==> src/rtl/rv32i_macros.svh <==
`ifndef RV32I_MACROS_SVH
`define RV32I_MACROS_SVH

// Memory depths in 32-bit words
`define RV32I_IMEM_WORDS 64
`define RV32I_DMEM_WORDS 64

// Word index widths
`define RV32I_IMEM_AW ($clog2(`RV32I_IMEM_WORDS))
`define RV32I_DMEM_AW ($clog2(`RV32I_DMEM_WORDS))

`define RV32I_RESET_PC 32'h0000_0000

`endif

==> src/rtl/rv32i_pkg.sv <==
`default_nettype none

package rv32i_pkg;

   // Major opcodes of the supported subset
   typedef enum logic [6:0] {
      opc_op     = 7'b0110011,
      opc_op_imm = 7'b0010011,
      opc_lui    = 7'b0110111,
      opc_load   = 7'b0000011,
      opc_store  = 7'b0100011,
      opc_branch = 7'b1100011,
      opc_jal    = 7'b1101111
   } opcode_t;

   typedef enum logic [3:0] {
      alu_add, alu_sub, alu_and, alu_or, alu_xor,
      alu_slt, alu_sll, alu_srl, alu_pass_b
   } alu_op_t;

   typedef struct packed {
      logic [6:0] funct7;
      logic [4:0] rs2;
      logic [4:0] rs1;
      logic [2:0] funct3;
      logic [4:0] rd;
      logic [6:0] opcode;
   } r_view_t;

   // Store layout, offset split around rs fields
   typedef struct packed {
      logic [6:0] imm_hi;
      logic [4:0] rs2;
      logic [4:0] rs1;
      logic [2:0] funct3;
      logic [4:0] imm_lo;
      logic [6:0] opcode;
   } s_view_t;

   typedef union packed {
      r_view_t r_view;
      s_view_t s_view;
   } insn_u;

   typedef struct packed {
      logic        valid;
      logic [31:0] pc;
      insn_u       insn;
   } fetch_pkt_t;

   typedef struct packed {
      logic        valid;
      logic [31:0] pc;
      logic [4:0]  rd;
      logic [4:0]  rs1;
      logic [4:0]  rs2;
      logic [31:0] op_a;
      logic [31:0] op_b;
      logic [31:0] imm;
      alu_op_t     alu_op;
      logic        use_imm;
      logic        reg_write;
      logic        is_load;
      logic        is_store;
      logic        is_branch;
      logic        branch_ne;
      logic        is_jal;
   } decode_pkt_t;

   typedef struct packed {
      logic        valid;
      logic [31:0] pc;
      logic [4:0]  rd;
      logic [31:0] alu_result;   // Also the data memory address
      logic [31:0] store_data;
      logic        reg_write;
      logic        is_load;
      logic        is_store;
   } exec_pkt_t;

   typedef struct packed {
      logic        we;
      logic [4:0]  rd;
      logic [31:0] value;
   } wb_fwd_t;

   typedef struct packed {
      logic        taken;
      logic [31:0] target;
   } redirect_t;

   typedef struct packed {
      logic [31:0] pc;
      logic [4:0]  rd;
      logic        we;
      logic [31:0] value;
   } retire_t;

endpackage

`default_nettype wire

==> src/rtl/fetch_stage.sv <==
`default_nettype none
`timescale 1ns/100ps
`include "rv32i_macros.svh"

module fetch_stage (
   input  wire                          clk,
   input  wire                          reset,
   input  wire                          run_i,
   input  wire                          advance_i,
   input  wire                          imem_we_i,
   input  wire [`RV32I_IMEM_AW-1:0]     imem_addr_i,
   input  wire [31:0]                   imem_data_i,
   input  wire rv32i_pkg::redirect_t    redirect_i,
   output rv32i_pkg::fetch_pkt_t        fetch_o
);

   logic [31:0] imem [`RV32I_IMEM_WORDS];
   logic [31:0] pc_q;

   always_ff @(posedge clk) begin
      if (imem_we_i) begin
         imem[imem_addr_i] <= imem_data_i;   // Loaded while halted
      end
   end

   always_ff @(posedge clk) begin
      if (reset) begin
         pc_q <= `RV32I_RESET_PC;
         fetch_o.valid <= 1'b0;
      end else if (advance_i) begin
         if (redirect_i.taken) begin
            pc_q <= redirect_i.target;
            fetch_o.valid <= 1'b0;   // Younger slot squashed
         end else begin
            fetch_o.valid <= run_i;
            if (run_i) begin
               fetch_o.pc <= pc_q;
               fetch_o.insn <= imem[pc_q[`RV32I_IMEM_AW+1:2]];
               pc_q <= pc_q + 32'd4;
            end
         end
      end
   end

   // Redirect targets from execute must land on words
   pc_aligned_a: assert property (@(posedge clk) disable iff (reset) pc_q[1:0] == 2'b00)
      else $error("misaligned pc %h", pc_q);

endmodule

`default_nettype wire

==> config.mk <==
export PLATFORM = sky130hd
export DESIGN_NAME = fetch_stage
export DESIGN_NICKNAME = d
export VERILOG_FILES = /design/src/rtl/rv32i_pkg.sv /design/src/rtl/fetch_stage.sv
export VERILOG_INCLUDE_DIRS = /design/src /design/src/rtl
export SDC_FILE = /design/constraint.sdc
export NUM_CORES = 2
export LEC_CHECK = 0
export ABC_CLOCK_PERIOD_IN_PS = 7100
export BUFFER_PORTS_ARGS = -buffer_cell sky130_fd_sc_hd__buf_2
export CAP_MARGIN = 5
export CORE_ASPECT_RATIO = 0.8
export CORE_MARGIN = 4
export CORE_UTILIZATION = 60
export DETAILED_ROUTE_END_ITERATION = 8
export HOLD_SLACK_MARGIN = 0.12
export PLACE_DENSITY = 0.77
export SLEW_MARGIN = 15
export SYNTH_ARGS = -nofsm -noshare
export SYNTH_HDL_FRONTEND = slang
export SYNTH_SLANG_ARGS = --single-unit
==> constraint.sdc <==
create_clock -name clk -period 7.1 [get_ports clk]
set_input_delay 0.355 -clock clk [delete_from_list [all_inputs] [get_ports clk]]
set_output_delay 0.355 -clock clk [all_outputs]
set_load 0.02 [all_outputs]
== Word level (Yosys, flattened, before mapping) ==
Memories as Yosys holds them, arrays and structs flattened. A register that Yosys moved wholly into a read port is not among the register bits.
Cells that the tools add are included.

* Memories kept: 1
* Input port bits: 76
* Output and inout bits: 65
* Flip-flop bits (word level): 65
* Memory bits (writable): 2048
* Word-level logic and storage cells: 15

{| class="wikitable"
|+ Memories
! memory !! depth !! bits a word !! rd ports !! clocked after memory_dff !! wr ports !! line !! RTL
|-
| imem || 64 || 32 || 1 || 1 || 1 || fetch_stage.sv:17 || <nowiki>logic [31:0] imem [`RV32I_IMEM_WORDS];</nowiki>
|}

* $add $sub $neg: 1
* Bitwise logic cells: 2
* Mux-type cells: 5
* Reduce and logical (&&, ||, !) cells: 3

{| class="wikitable"
|+ Operators by type and width
! kind !! number
|-
| 32-bit 2-to-1 mux || 2
|-
| 32-bit by 3-bit adder with 32-bit output (second input constant) || 1
|-
| 4-bit AND reduction || 1
|-
| 1-bit 2-to-1 mux || 3
|-
| 1-bit inverter || 2
|-
| 2-bit AND reduction || 1
|-
| 2-bit nonzero test || 1
|}

== Depth between registers and ports, before layout ==
* Depth after elaboration: 3
* Gate-level depth with buffers: 10
* Depth with buffers taken out: 6

== Worst setup path before layout ==
Ideal clock, no wire load.

* Path type: in2reg
* From: input advance_i
* To: register, netlist name fetch_o[0]
* Cell stages on the path: 3
* Path buffers: 1
* Library setup time: 0.569 ns
* Path slack: 1.388 ns
* Arrival time: 5.142 ns
* Data required time: 6.531 ns
* Path through: clkbuf_1 > nand2_1 > nor3_1

* Cells in the longest elaborated chain, start to end: 1

{| class="wikitable"
|+ Ends and longest elaborated chain
! what !! line !! RTL
|-
| start, declared || fetch_stage.sv:9 || <nowiki>input wire advance_i,</nowiki>
|-
| 4-bit AND reduction (no line) || n/a ||
|}

No other way between the ends.
A chain may end at the register's enable or synchronous reset.

== Final worst setup path ==
* From: register pc_q[3]
* To: register pc_q[30]

* Cells in the longest elaborated chain, start to end: 3

{| class="wikitable"
|+ Ends and longest elaborated chain
! what !! line !! RTL
|-
| start, declared || fetch_stage.sv:18 || <nowiki>logic [31:0] pc_q;</nowiki>
|-
| start signal, assigned || fetch_stage.sv:28 || <nowiki>pc_q <= `RV32I_RESET_PC;</nowiki>
|-
| start signal, assigned || fetch_stage.sv:32 || <nowiki>pc_q <= redirect_i.target;</nowiki>
|-
| start signal, assigned || fetch_stage.sv:39 || <nowiki>pc_q <= pc_q + 32'd4;</nowiki>
|-
| 32-bit by 3-bit adder with 32-bit output || fetch_stage.sv:39 ||
|-
| 32-bit 2-to-1 mux || fetch_stage.sv:36 || <nowiki>if (run_i) begin</nowiki>
|-
| 32-bit 2-to-1 mux || fetch_stage.sv:31 || <nowiki>if (redirect_i.taken) begin</nowiki>
|}

No other way between the ends. The select of a mux whose other input is x is not followed.

==> metrics.md <==
| Metric | Value |
|---|---|
| Vias per cell | `a little under 7` |
| Global Route Usage Sum | `0.2768` |
| CP delay by family, top | `buffers and inverters` |
| CP max stage delay | `0.89 ns` |
| Maxcap violations | `0` |
| Core area | `between 100000 and 150000 um^2` |
| Fmax | `0.2482 GHz` |
| Synth area leader | `edfxtp_1` |
| Worst VDD drop | `0.0002879 V` |
| Detailed-route DRC error count | `0` |
| Critical path startpoint category | `flop` |
| Leak Pwr | `28.19 nW` |
| H-tree depth | `4` |
| XOR/XNOR Fraction of Synth Area | `0` |
| Die height | `339.4 um` |
| Status | `finished, final reports clean` |
| Clock slew at reported path FFs | `around 0.06 ns` |
| Pwr dens | `approximately 280 nW/um^2` |
| Root Buffer | `clkbuf_16` |
| Post-synth EDFFs | `~2100` |
| Overall routed net length | `195600 um` |
| Final GP Congestion | `about 0.81` |
| Synthesized flop and latch total | `approximately 2100` |
| Fin area | `between 90000 and 100000 um^2` |
| Mapped Nets | `approximately 3700` |
| RSZ-0062 raised after global routing | `no` |
| Crit-path slowest cell | `buf_4` |
| Die area | `around 140000 um^2` |
| Vias in the first global route | `~42000` |
| Buf+Inv Stages, Crit Path | `2` |
| CTS sink count | `~2100` |
| Initial antenna violation count | `2` |
| Clock buffer count from CTS | `190` |
| Ranking of synthesized cells by area | `edfxtp_1, mux4_2, mux2i_1` |
| Adder-Cell Fraction of Synth Area | `0.0001519` |
| Synth async-reset ratio | `0` |
| Synth Cell Area | `just over 80000 um^2` |
| Count of final hold-check violations | `0` |
| Worst Setup End Kind | `flop` |
| Multi-input logic area | `17670 um^2` |
| Synth Area per Inst | `around 23 um^2` |
| N_diodes | `0` |
| Mux cell area share after synthesis | `0.1706` |
| CP Class | `reg -> reg` |
| Total grt overflow | `0` |
| Layout cell share with drive strength beyond 1 | `0.2835` |
| CTS Buffer Depth | `3` |
| Final core occ | `0.6780` |
| Slew headroom | `0.2053` |
| Arr. time, crit path | `between 4 and 5 ns` |
| Fin crit period | `about 4.0 ns` |
| Final period util | `0.5675` |
| CP Cell Sequence | `buf_4, ha_1, and3_1, nand4_1, or4_1, a31oi_1, o22ai_1, dlygate4sd3_1` |
| Crit path max fanout | `64` |
| Pins Over Slew Limit | `0` |
| Chip width | `between 400 and 500 um` |
| Synth Area in Simple Gates | `0.01603` |
| Synth warnings | `0` |
| First-pass GRT wire length | `around 290000 um` |
| # setup viols final | `0` |
| Largest net degree at the start of global routing | `112` |
| Post-DP Area | `approximately 86000 um^2` |
| DRT iter0 DRCs | `approximately 5900` |
| Share of the synthesized area in the top cell type | `0.7699` |
| Main combinational cell family by area after synthesis | `multiplexers` |
| Main synth FF type | `edfxtp_1` |
| CP Data Required Time | `between 7 and 8 ns` |
| Final net count | `around 4000` |
| Storage cell area | `64100 um^2` |
| WL/cell | `between 30 and 40 um` |
| Seq/Total Area, Yosys | `0.7780` |
| First-pass DRT Iterations | `5` |
| Number of buffers inserted by port buffering | `140` |
| P&R area growth vs syn | `12.16%` |
| Dpl cells | `5458` |
| Synth Area in Compound Gates | `0.02190` |
| HPWL Detailed | `slightly above 100000 um` |
| Final non-filler cell total | `roughly 5900` |
| Core Rows | `about 120` |
| DRT antenna net count | `0` |
| Worst hold path class | `in -> reg` |
| Starting Density | `0.6045` |
| Worst clock skew | `between 0.03 and 0.04 ns` |
| Clk_lat worst skew | `~0.85 ns` |
| Setup TNS | `0 ns` |
| CTS tree | `built` |
| Number of I/O pins | `roughly 140` |
| Post-synth cell types | `63` |
| Worst-Margin Slew | `1.192 ns` |
| Filler cells | `around 8100` |
| Post-CTS Setup Inserts | `0` |
| Syn Inst Count | `between 3000 and 4000` |
| Via count | `about 40000` |
## through the flow
stage | power, mW | setup slack, ns | hold WS (ns)
after CTS | 25.81 | 3.092 | 0.1264
after detailed placement | 15.83 | 3.501 | 0.4196
after global placement | 15.78 | 3.595 | 0.4130
after floorplan | 15.29 | 1.388 | 0.4029
after global routing | 26.48 | 2.852 | 0.1290
final | 25.69 | 3.070 | 0.1166
## synth_stat cells, types with 14 or more instances
| library cell | count |
|---|---|
| buf_6 | 14 |
| buf_2 | 70 |
| nor2_1 | 112 |
| a221oi_1 | 25 |
| buf_4 | 30 |
| a211oi_1 | 16 |
| o22ai_1 | 22 |
| nand2_1 | 67 |
| a21oi_1 | 35 |
| nand4_1 | 20 |
| o2111ai_1 | 17 |
| dfxtp_1 | 33 |
| a22oi_1 | 34 |
| mux4_2 | 529 |
| clkbuf_1 | 76 |
| o21ai_0 | 45 |
| mux2_2 | 46 |
| edfxtp_1 | 2112 |
| mux2i_1 | 162 |
| nand3_1 | 20 |
| buf_1 | 16 |
## logic make-up (layout without fill, tap and decap cells)
group	Yosys count	after routing
fa+ha+maj	1	1
buf+inv	211	659
flops	2145	2145
mux	737	737
compound gates	261	261
simple gates	282	282
## registers in the layout, summed over array words and instances (netlist names)
name     cells
pc_q        32
imem      2048
fetch_o     65
## final cells by class
type / count / share of cell area
multi-input cells: 1281 / 0.1913
clock inverters: 105 / 0.01154
flip-flops and latches: 2145 / 0.6938
clock buffers: 236 / 0.05355
repair buffers: 314 / 0.02551
inverters: 4 / 0.0001625
well taps: 1783 / 0.02415
## path summary, 6_finish.rpt
check	startpoint	endpoint	slack (ns)	depth (start not counted)
min	imem_data_i[13]	imem[51][13]	0.12	1
min reg2reg	pc_q[0]	fetch_o[32]	0.44	0
max reg2reg	pc_q[3]	pc_q[30]	3.07	8
max	pc_q[3]	pc_q[30]	3.07	8
## cell usage in the layout (no fill, tap or decap), types with 10 or more instances in the layout
cell type,synthesis,final
mux2_2,46,46
clkbuf_1,76,44
a211oi_1,16,16
mux4_2,529,529
nor2_1,112,49
o21ai_0,45,45
buf_2,70,135
nand4_1,20,20
clkinv_2,0,27
nand2_1,67,67
clkbuf_16,0,190
nand3_1,20,20
dfxtp_1,33,28
buf_12,0,14
a21oi_1,35,35
a221oi_1,25,25
mux2i_1,162,162
nor2_4,0,62
edfxtp_1,2112,2112
buf_4,30,100
dlygate4sd3_1,0,65
bufinv_16,0,15
clkinv_1,0,41
a22oi_1,34,34
o22ai_1,22,22
and3_1,10,10
o2111ai_1,17,17
a31oi_1,11,11
## layer usage
layer / track usage / routed length [um]
met5: 0 / 10
met4: 0.08983 / 6083
met3: 0.05453 / 22080
met2: 0.4252 / 93440
met1: 0.4103 / 73950
## power by group
group          total [mW]  switching, mW  internal, mW
clock network        10.1           4.57          5.52
registers            14.1         0.0666          14.0
logic                1.52          0.878         0.641
## what timing repair did
item	4_1_cts	5_1_grt
gates resized for setup	0	0
endpoints found under the hold margin	43	142
hold buffers	57	8
(Power assumes the default switching activity.)
