`src/rtl/rv32i_macros.svh`:
```
`ifndef RV32I_MACROS_SVH
`define RV32I_MACROS_SVH

// Memory depths in 32-bit words
`define RV32I_IMEM_WORDS 64
`define RV32I_DMEM_WORDS 64

// Word index widths
`define RV32I_IMEM_AW ($clog2(`RV32I_IMEM_WORDS))
`define RV32I_DMEM_AW ($clog2(`RV32I_DMEM_WORDS))

`define RV32I_RESET_PC 32'h0000_0000

`endif

```
`src/rtl/rv32i_pkg.sv`:
```
`default_nettype none

package rv32i_pkg;

   // Major opcodes of the supported subset
   typedef enum logic [6:0] {
      opc_op     = 7'b0110011,
      opc_op_imm = 7'b0010011,
      opc_lui    = 7'b0110111,
      opc_load   = 7'b0000011,
      opc_store  = 7'b0100011,
      opc_branch = 7'b1100011,
      opc_jal    = 7'b1101111
   } opcode_t;

   typedef enum logic [3:0] {
      alu_add, alu_sub, alu_and, alu_or, alu_xor,
      alu_slt, alu_sll, alu_srl, alu_pass_b
   } alu_op_t;

   typedef struct packed {
      logic [6:0] funct7;
      logic [4:0] rs2;
      logic [4:0] rs1;
      logic [2:0] funct3;
      logic [4:0] rd;
      logic [6:0] opcode;
   } r_view_t;

   // Store layout, offset split around rs fields
   typedef struct packed {
      logic [6:0] imm_hi;
      logic [4:0] rs2;
      logic [4:0] rs1;
      logic [2:0] funct3;
      logic [4:0] imm_lo;
      logic [6:0] opcode;
   } s_view_t;

   typedef union packed {
      r_view_t r_view;
      s_view_t s_view;
   } insn_u;

   typedef struct packed {
      logic        valid;
      logic [31:0] pc;
      insn_u       insn;
   } fetch_pkt_t;

   typedef struct packed {
      logic        valid;
      logic [31:0] pc;
      logic [4:0]  rd;
      logic [4:0]  rs1;
      logic [4:0]  rs2;
      logic [31:0] op_a;
      logic [31:0] op_b;
      logic [31:0] imm;
      alu_op_t     alu_op;
      logic        use_imm;
      logic        reg_write;
      logic        is_load;
      logic        is_store;
      logic        is_branch;
      logic        branch_ne;
      logic        is_jal;
   } decode_pkt_t;

   typedef struct packed {
      logic        valid;
      logic [31:0] pc;
      logic [4:0]  rd;
      logic [31:0] alu_result;   // Also the data memory address
      logic [31:0] store_data;
      logic        reg_write;
      logic        is_load;
      logic        is_store;
   } exec_pkt_t;

   typedef struct packed {
      logic        we;
      logic [4:0]  rd;
      logic [31:0] value;
   } wb_fwd_t;

   typedef struct packed {
      logic        taken;
      logic [31:0] target;
   } redirect_t;

   typedef struct packed {
      logic [31:0] pc;
      logic [4:0]  rd;
      logic        we;
      logic [31:0] value;
   } retire_t;

endpackage

`default_nettype wire

```
`src/rtl/decode_stage.sv`:
```
`default_nettype none
`timescale 1ns/100ps

module decode_stage (
   input  wire                          clk,
   input  wire                          reset,
   input  wire                          advance_i,
   input  wire                          flush_i,
   input  wire rv32i_pkg::fetch_pkt_t   fetch_i,
   output logic [4:0]                   rs1_o,
   output logic [4:0]                   rs2_o,
   input  wire [31:0]                   rdata1_i,
   input  wire [31:0]                   rdata2_i,
   output rv32i_pkg::decode_pkt_t       decode_o
);

   rv32i_pkg::insn_u       insn;
   rv32i_pkg::decode_pkt_t decode_d;
   logic [31:0]            imm_i, imm_s, imm_b, imm_j, imm_u;
   logic                   writes_rd;

   // Shared by OP and OP-IMM, alt selects SUB
   function automatic rv32i_pkg::alu_op_t alu_sel(input logic [2:0] funct3, input logic alt);
      case (funct3)
         3'b000:  alu_sel = alt ? rv32i_pkg::alu_sub : rv32i_pkg::alu_add;
         3'b001:  alu_sel = rv32i_pkg::alu_sll;
         3'b010:  alu_sel = rv32i_pkg::alu_slt;
         3'b100:  alu_sel = rv32i_pkg::alu_xor;
         3'b101:  alu_sel = rv32i_pkg::alu_srl;
         3'b110:  alu_sel = rv32i_pkg::alu_or;
         3'b111:  alu_sel = rv32i_pkg::alu_and;
         default: alu_sel = rv32i_pkg::alu_add;
      endcase
   endfunction

   assign insn = fetch_i.insn;
   assign rs1_o = insn.r_view.rs1;
   assign rs2_o = insn.r_view.rs2;

   assign imm_i = {{20{insn[31]}}, insn[31:20]};
   assign imm_s = {{20{insn.s_view.imm_hi[6]}}, insn.s_view.imm_hi, insn.s_view.imm_lo};
   assign imm_b = {{19{insn[31]}}, insn[31], insn[7], insn[30:25], insn[11:8], 1'b0};
   assign imm_j = {{11{insn[31]}}, insn[31], insn[19:12], insn[20], insn[30:21], 1'b0};
   assign imm_u = {insn[31:12], 12'd0};

   always_comb begin
      decode_d = '0;
      writes_rd = 1'b0;
      decode_d.alu_op = rv32i_pkg::alu_add;
      decode_d.use_imm = 1'b1;
      decode_d.imm = imm_i;
      case (rv32i_pkg::opcode_t'(insn.r_view.opcode))
         rv32i_pkg::opc_op: begin
            decode_d.alu_op = alu_sel(insn.r_view.funct3, insn.r_view.funct7[5]);
            decode_d.use_imm = 1'b0;
            writes_rd = 1'b1;
         end
         rv32i_pkg::opc_op_imm: begin
            decode_d.alu_op = alu_sel(insn.r_view.funct3, 1'b0);
            writes_rd = 1'b1;
         end
         rv32i_pkg::opc_lui: begin
            decode_d.alu_op = rv32i_pkg::alu_pass_b;
            decode_d.imm = imm_u;
            writes_rd = 1'b1;
         end
         rv32i_pkg::opc_load: begin
            decode_d.is_load = 1'b1;
            writes_rd = 1'b1;
         end
         rv32i_pkg::opc_store: begin
            decode_d.is_store = 1'b1;
            decode_d.imm = imm_s;
         end
         rv32i_pkg::opc_branch: begin
            decode_d.is_branch = 1'b1;
            decode_d.branch_ne = insn.r_view.funct3[0];   // BNE
            decode_d.imm = imm_b;
         end
         rv32i_pkg::opc_jal: begin
            decode_d.is_jal = 1'b1;
            decode_d.imm = imm_j;
            writes_rd = 1'b1;
         end
         default: ;   // Retires with nothing written
      endcase
      decode_d.valid = fetch_i.valid && !flush_i;
      decode_d.pc = fetch_i.pc;
      decode_d.rd = insn.r_view.rd;
      decode_d.rs1 = insn.r_view.rs1;
      decode_d.rs2 = insn.r_view.rs2;
      decode_d.op_a = rdata1_i;
      decode_d.op_b = rdata2_i;
      decode_d.reg_write = writes_rd && (insn.r_view.rd != 5'd0);
   end

   always_ff @(posedge clk) begin
      if (reset) begin
         decode_o.valid <= 1'b0;
      end else if (advance_i) begin
         decode_o <= decode_d;
      end
   end

endmodule

`default_nettype wire

```
`config.mk`:
```
export PLATFORM = sky130hd
export DESIGN_NAME = decode_stage
export DESIGN_NICKNAME = d
export VERILOG_FILES = /design/src/rtl/rv32i_macros.svh /design/src/rtl/rv32i_pkg.sv /design/src/rtl/decode_stage.sv
export SDC_FILE = /design/constraint.sdc
export NUM_CORES = 1
export LEC_CHECK = 0
export ABC_AREA = 1
export BUFFER_PORTS_ARGS = -buffer_cell sky130_fd_sc_hd__buf_2
export CORE_ASPECT_RATIO = 0.8
export CORE_MARGIN = 1.5
export CORE_UTILIZATION = 30
export CTS_BUF_LIST = sky130_fd_sc_hd__clkbuf_4 sky130_fd_sc_hd__clkbuf_8
export DETAILED_ROUTE_END_ITERATION = 6
export SLEW_MARGIN = 20
export SYNTH_ARGS = -nofsm -noshare
export SYNTH_HDL_FRONTEND = slang
export SYNTH_SLANG_ARGS = --single-unit
```
`constraint.sdc`:
```
create_clock -name clk -period 8.9 [get_ports clk]
set_clock_uncertainty 0.2 [all_clocks]
set_input_delay 0.445 -clock clk [delete_from_list [all_inputs] [get_ports clk]]
set_output_delay 0.445 -clock clk [all_outputs]
set_load 0.05 [all_outputs]
```
## Word-level counts from Yosys, hierarchy flattened

Cells that the tools add are included.

- Logic and storage cells: 48
- Flip-flop bits (word level): 155
- Output and inout bits: 165
- Input bits: 133

- Mux-type cells: 11
- Bitwise operators: 1
- Reduce and logical (&&, ||, !) cells: 7
- Equality and inequality tests: 13

Operators by type and width:

| kind | count |
|---|---|
| 31-bit case mux with 4 select lines | 1 |
| 7-bit by 6-bit equality test with 1-bit output, second input constant | 3 |
| 3-bit case mux with 7 select lines | 1 |
| 3-bit case mux with 6 select lines | 1 |
| 7-bit equality test, second input constant | 2 |
| 3-bit equality test, second input constant | 4 |
| 4-bit case mux with 3 select lines | 1 |
| 7-bit by 2-bit equality test with 1-bit output, second input constant | 1 |
| 7-bit by 5-bit equality test with 1-bit output, second input constant | 1 |
| 1-bit two-way mux | 6 |
| 5-bit nonzero test | 1 |
| 5-bit OR reduction | 1 |
| 3-bit by 1-bit equality test with 1-bit output, second input constant | 1 |
| 3-bit by 2-bit equality test with 1-bit output, second input constant | 1 |
| 3-bit zero test | 1 |
| 1-bit logical AND | 2 |
| 2-bit two-way mux | 1 |
| 2-bit AND reduction | 1 |
| 1-bit zero test | 1 |
| 1-bit inverter | 1 |

## Depth between registers and ports, before layout

- Depth after elaboration: 4
- Gate-level depth with buffers: 9
- Depth with buffers taken out: 7

## Worst setup path before layout

OpenSTA, ideal clock, no wires.

- Path kind: input-to-reg
- Start: input advance_i
- End: register decode_o[0] (netlist bit), enable pin
- Buffers on the path: 0
- Data required time: 8025 ps
- Cell stages on the path: 2
- Setup time: 675 ps
- Path slack: 1068 ps
- Arrival: 6957 ps
- Path through: inv_1 > nor2_1

- Word-level cells in the longest chain between the ends: 1

RTL lines:

| element | RTL line | text |
|---|---|---|
| start: declaration | decode_stage.sv:7 | `input wire advance_i,` |
| 2-bit AND reduction (no source line) | n/a |  |
| end signal: assignment | decode_stage.sv:101 | `decode_o <= decode_d;` |
| end: declaration | decode_stage.sv:14 | `output rv32i_pkg::decode_pkt_t decode_o` |

Every way passes these cells.
A chain may end at the register's enable or synchronous reset.

## Final worst setup path

- Start: input reset
- End: register decode_o[54] (netlist bit), enable pin

- Word-level cells in the longest chain between the ends: 2

RTL lines:

| element | RTL line | text |
|---|---|---|
| start: declaration | decode_stage.sv:6 | `input wire reset,` |
| 1-bit inverter (no source line) | n/a |  |
| 2-bit AND reduction (no source line) | n/a |  |

Every way passes these cells.

==> Implementation_results.wiki <==
{| class="wikitable"
! Metric !! Value
|-
| Critical Path Sink Type || register
|-
| Final nets || 887
|-
| Transition at the pin with the smallest max-transition slack || 0.978 ns
|-
| Synth cell types || 22
|-
| Number of flops mapped to enable cells by yosys || 154
|-
| Average wire length per cell after detail routing || 15.4 um
|-
| Routability cong. || 0.775
|-
| Number of vias in the routed layout || 4326
|-
| Postcts setup bufs || 0
|-
| Synth top area cells || sky130_fd_sc_hd__edfxtp_1 83%, sky130_fd_sc_hd__nand2_1 4.2%, sky130_fd_sc_hd__nor2_1 2.5%, sky130_fd_sc_hd__nand3_1 2.3%, sky130_fd_sc_hd__buf_4 1.8%
|-
| Number of flip-flops under the largest register name || 155
|-
| Areal power density over the cells || 196 nW/um^2
|-
| List of most frequent post-synthesis cells || 154 x sky130_fd_sc_hd__edfxtp_1, 62 x sky130_fd_sc_hd__nand2_1, 37 x sky130_fd_sc_hd__nor2_1
|-
| Crit start category || input pin
|-
| Worst Path Max Fanout || 80
|-
| Die W || 155 um
|-
| Area of the core region || 18200 sq um
|-
| Number of vias per cell || 4.34
|-
| FF-to-FF Start || decode_o[154]
|-
| Cells after Synth || 350
|-
| Detailed Route Iter0 Violations || 258
|-
| Total Wirelength || 15400 um
|-
| Insertion delay of the later-clocked pin in the worst-skew pair || 0.45 ns
|-
| Clock sink count || 155
|-
| Class of the most critical hold timing path || in -> reg
|-
| Total die area || 19400 sq um
|-
| Fraction of synthesized cell area taken by the top area cell type || 82.9%
|-
| # DRC || 0
|-
| Remaining max-slew budget at the tightest pin || 34.8%
|-
| Number of rows created at floorplan || 44
|-
| Post-CTS Hold Buffers || 103
|-
| Half-perimeter wire length after placement || 10700 um
|-
| Number of warnings issued by yosys || 0
|-
| Final antenna diode count || 0
|-
| Antenna violations before repair || 0
|-
| Area delta synth->final || 55.1%
|-
| First-pass GRT wire length || 23200 um
|-
| Global route total overflow || 0
|-
| Clock buffers created by TritonCTS || 17
|-
| TritonCTS clock tree || built
|-
| Count of max-cap constraint violations || 0
|-
| RR Endpoint || decode_o[154]
|-
| Number of ports placed on the die boundary || 298
|-
| Post-synthesis average cell area || 15.9 sq um
|-
| Overall power of the completed layout || 1690 uW
|-
| Share of post-route cells with drive strength above 1 || 45.5%
|-
| Worst setup slack before clock tree synthesis || 5.87 ns
|-
| Post-synthesis register bit count || 155
|-
| Min Clock Period, post-route || 3.09 ns
|-
| Effective utilization at floorplan || 30.7%
|-
| Worst R2R Path Depth || 2
|-
| Leakage power summed over all cells || 0.00379 uW
|-
| Maximum number of pins on one net before global-route repair || 81
|-
| Count of cells resized by post-cts repair || 0
|-
| Dominant cell type by area after synthesis || sky130_fd_sc_hd__edfxtp_1
|-
| Post-synth design cell area || 5580 sq um
|-
| Vias in the first global route || 4509
|-
| Hold Slack || 0.0476 ns
|-
| Register-to-Register Setup Slack || 8.12 ns
|-
| Post-synthesis sequential area ratio || 83.3%
|-
| Result of the run || finished, final reports clean
|-
| Capturing element of the worst setup path || decode_o[54]
|-
| I/O Buffers || 297
|-
| Antenna Nets Post-Route || 0
|-
| Register with the most flip-flops || decode_o
|-
| CP Data Arrival Time || 2.95 ns
|-
| Worst-case setup margin in the final layout || 5.81 ns
|-
| 1st-pass router iterations || 4
|-
| RSZ-0062 raised after global routing || no
|-
| Peak Freq || 0.324 GHz
|-
| WHS Path Cells || 3
|-
| Final Slew Violations || 0
|-
| Number of H-tree levels || 4
|-
| Leading register cell type out of synthesis || sky130_fd_sc_hd__edfxtp_1
|-
| Critical path launch point || reset
|-
| Final hold vios || 0
|-
| Share of flip-flops with an asynchronous set or reset || 0%
|-
| Syn nets || 483
|-
| Critical path required time || 8.76 ns
|-
| Maximum ir drop on the vdd rail || 0.0905 mV
|-
| Post-route clock period utilization || 34.7%
|-
| Fin util || 47.6%
|-
| Chip Height || 125 um
|-
| Regs by FF count || decode_o (155)
|-
| Setup TNS || 0 ns
|-
| CTS root buf || sky130_fd_sc_hd__clkbuf_8
|-
| Most used standard cell by instance count after synthesis || sky130_fd_sc_hd__edfxtp_1
|-
| Maximum number of buffers from clock root to sink || 2
|-
| Count of endpoints failing setup in the final report || 0
|-
| Setup Crit Path Kind || in -> reg
|-
| Total routing usage reported by global routing || 15.8%
|-
| Register clock-pin slew on the reported worst setup and hold paths || 0.10 ns
|}
## worst min-delay path by stage
stage | from | end
finish | flush_i | decode_o[154]
global route | fetch_i[11] | decode_o[121]
CTS | fetch_i[8] | decode_o[118]
detailed placement | decode_o[154] | decode_o[154]
global placement | decode_o[154] | decode_o[154]
floorplan | reset | decode_o[154]
## cells in the final DEF (no fill, tap or decap)
cell / netlist / routed
sky130_fd_sc_hd__dlygate4sd3_1: 0 / 103
sky130_fd_sc_hd__nor2_1: 37 / 36
sky130_fd_sc_hd__buf_2: 2 / 297
sky130_fd_sc_hd__dfxtp_1: 1 / 1
sky130_fd_sc_hd__nor2_2: 2 / 2
sky130_fd_sc_hd__clkinv_4: 0 / 6
sky130_fd_sc_hd__nand3b_1: 1 / 1
sky130_fd_sc_hd__nand2_2: 6 / 6
sky130_fd_sc_hd__a21oi_1: 3 / 3
sky130_fd_sc_hd__inv_8: 0 / 4
sky130_fd_sc_hd__clkbuf_4: 0 / 1
sky130_fd_sc_hd__inv_2: 2 / 2
sky130_fd_sc_hd__nand4_2: 1 / 1
sky130_fd_sc_hd__nand2_1: 62 / 62
sky130_fd_sc_hd__clkbuf_8: 0 / 17
sky130_fd_sc_hd__nand4_1: 5 / 5
sky130_fd_sc_hd__clkinvlp_4: 0 / 1
sky130_fd_sc_hd__inv_1: 24 / 24
sky130_fd_sc_hd__nor3_1: 1 / 1
sky130_fd_sc_hd__nor4_1: 1 / 1
sky130_fd_sc_hd__xor2_1: 1 / 1
sky130_fd_sc_hd__nand3_1: 26 / 26
sky130_fd_sc_hd__buf_4: 13 / 2
sky130_fd_sc_hd__nor2_4: 3 / 4
sky130_fd_sc_hd__nand2_4: 1 / 1
sky130_fd_sc_hd__edfxtp_1: 154 / 154
sky130_fd_sc_hd__inv_6: 0 / 3
sky130_fd_sc_hd__nand3_2: 2 / 2
## report_power, final
group	internal [uW]	switching (uW)
clock	208	288
combinational	88.3	241
sequential	856	12.9
total	1150	542
## area by class of cell
| class | instances | area (sq um) |
|---|---|---|
| clock buffers | 18 | 241 |
| clock inverters | 14 | 131 |
| fillers | 1606 | 9520 |
| inverters | 26 | 97.6 |
| multi-input cells | 152 | 711 |
| flip-flops and latches | 155 | 4640 |
| well taps | 230 | 288 |
| repair buffers | 402 | 2530 |
## cells by family after synthesis
logic type                after synthesis  share of synthesized area, %
and+or+nand+nor                       148                          12.2
buffers and inverters                  43                          4.08
DFF                                   155                          83.3
AOI/OAI and AO/OA                       3                         0.269
xor gates and xnor gates                1                         0.157
## metal layers
layer,wire length [um],track usage (%),vias to the layer above
met5,0,0,-
met4,360,6.11,0
met3,1190,5.86,30
met1,5940,17.4,2062
li1,-,-,2034
met2,7890,27.8,200
## metrics by stage
stage,instances,instance area [sq um]
after floorplan,350,5580
after global placement,862,7240
after detailed placement,862,7240
after CTS,997,8650
after global routing,997,8650
final,997,8650
## critical path, cell delays in order
cell and delay (ns):
sky130_fd_sc_hd__dlygate4sd3_1 0.54, sky130_fd_sc_hd__buf_2 0.14, sky130_fd_sc_hd__nor2_4 0.09, sky130_fd_sc_hd__buf_4 0.73, sky130_fd_sc_hd__buf_4 0.88
Note: power is estimated with default switching activity, not from simulation.
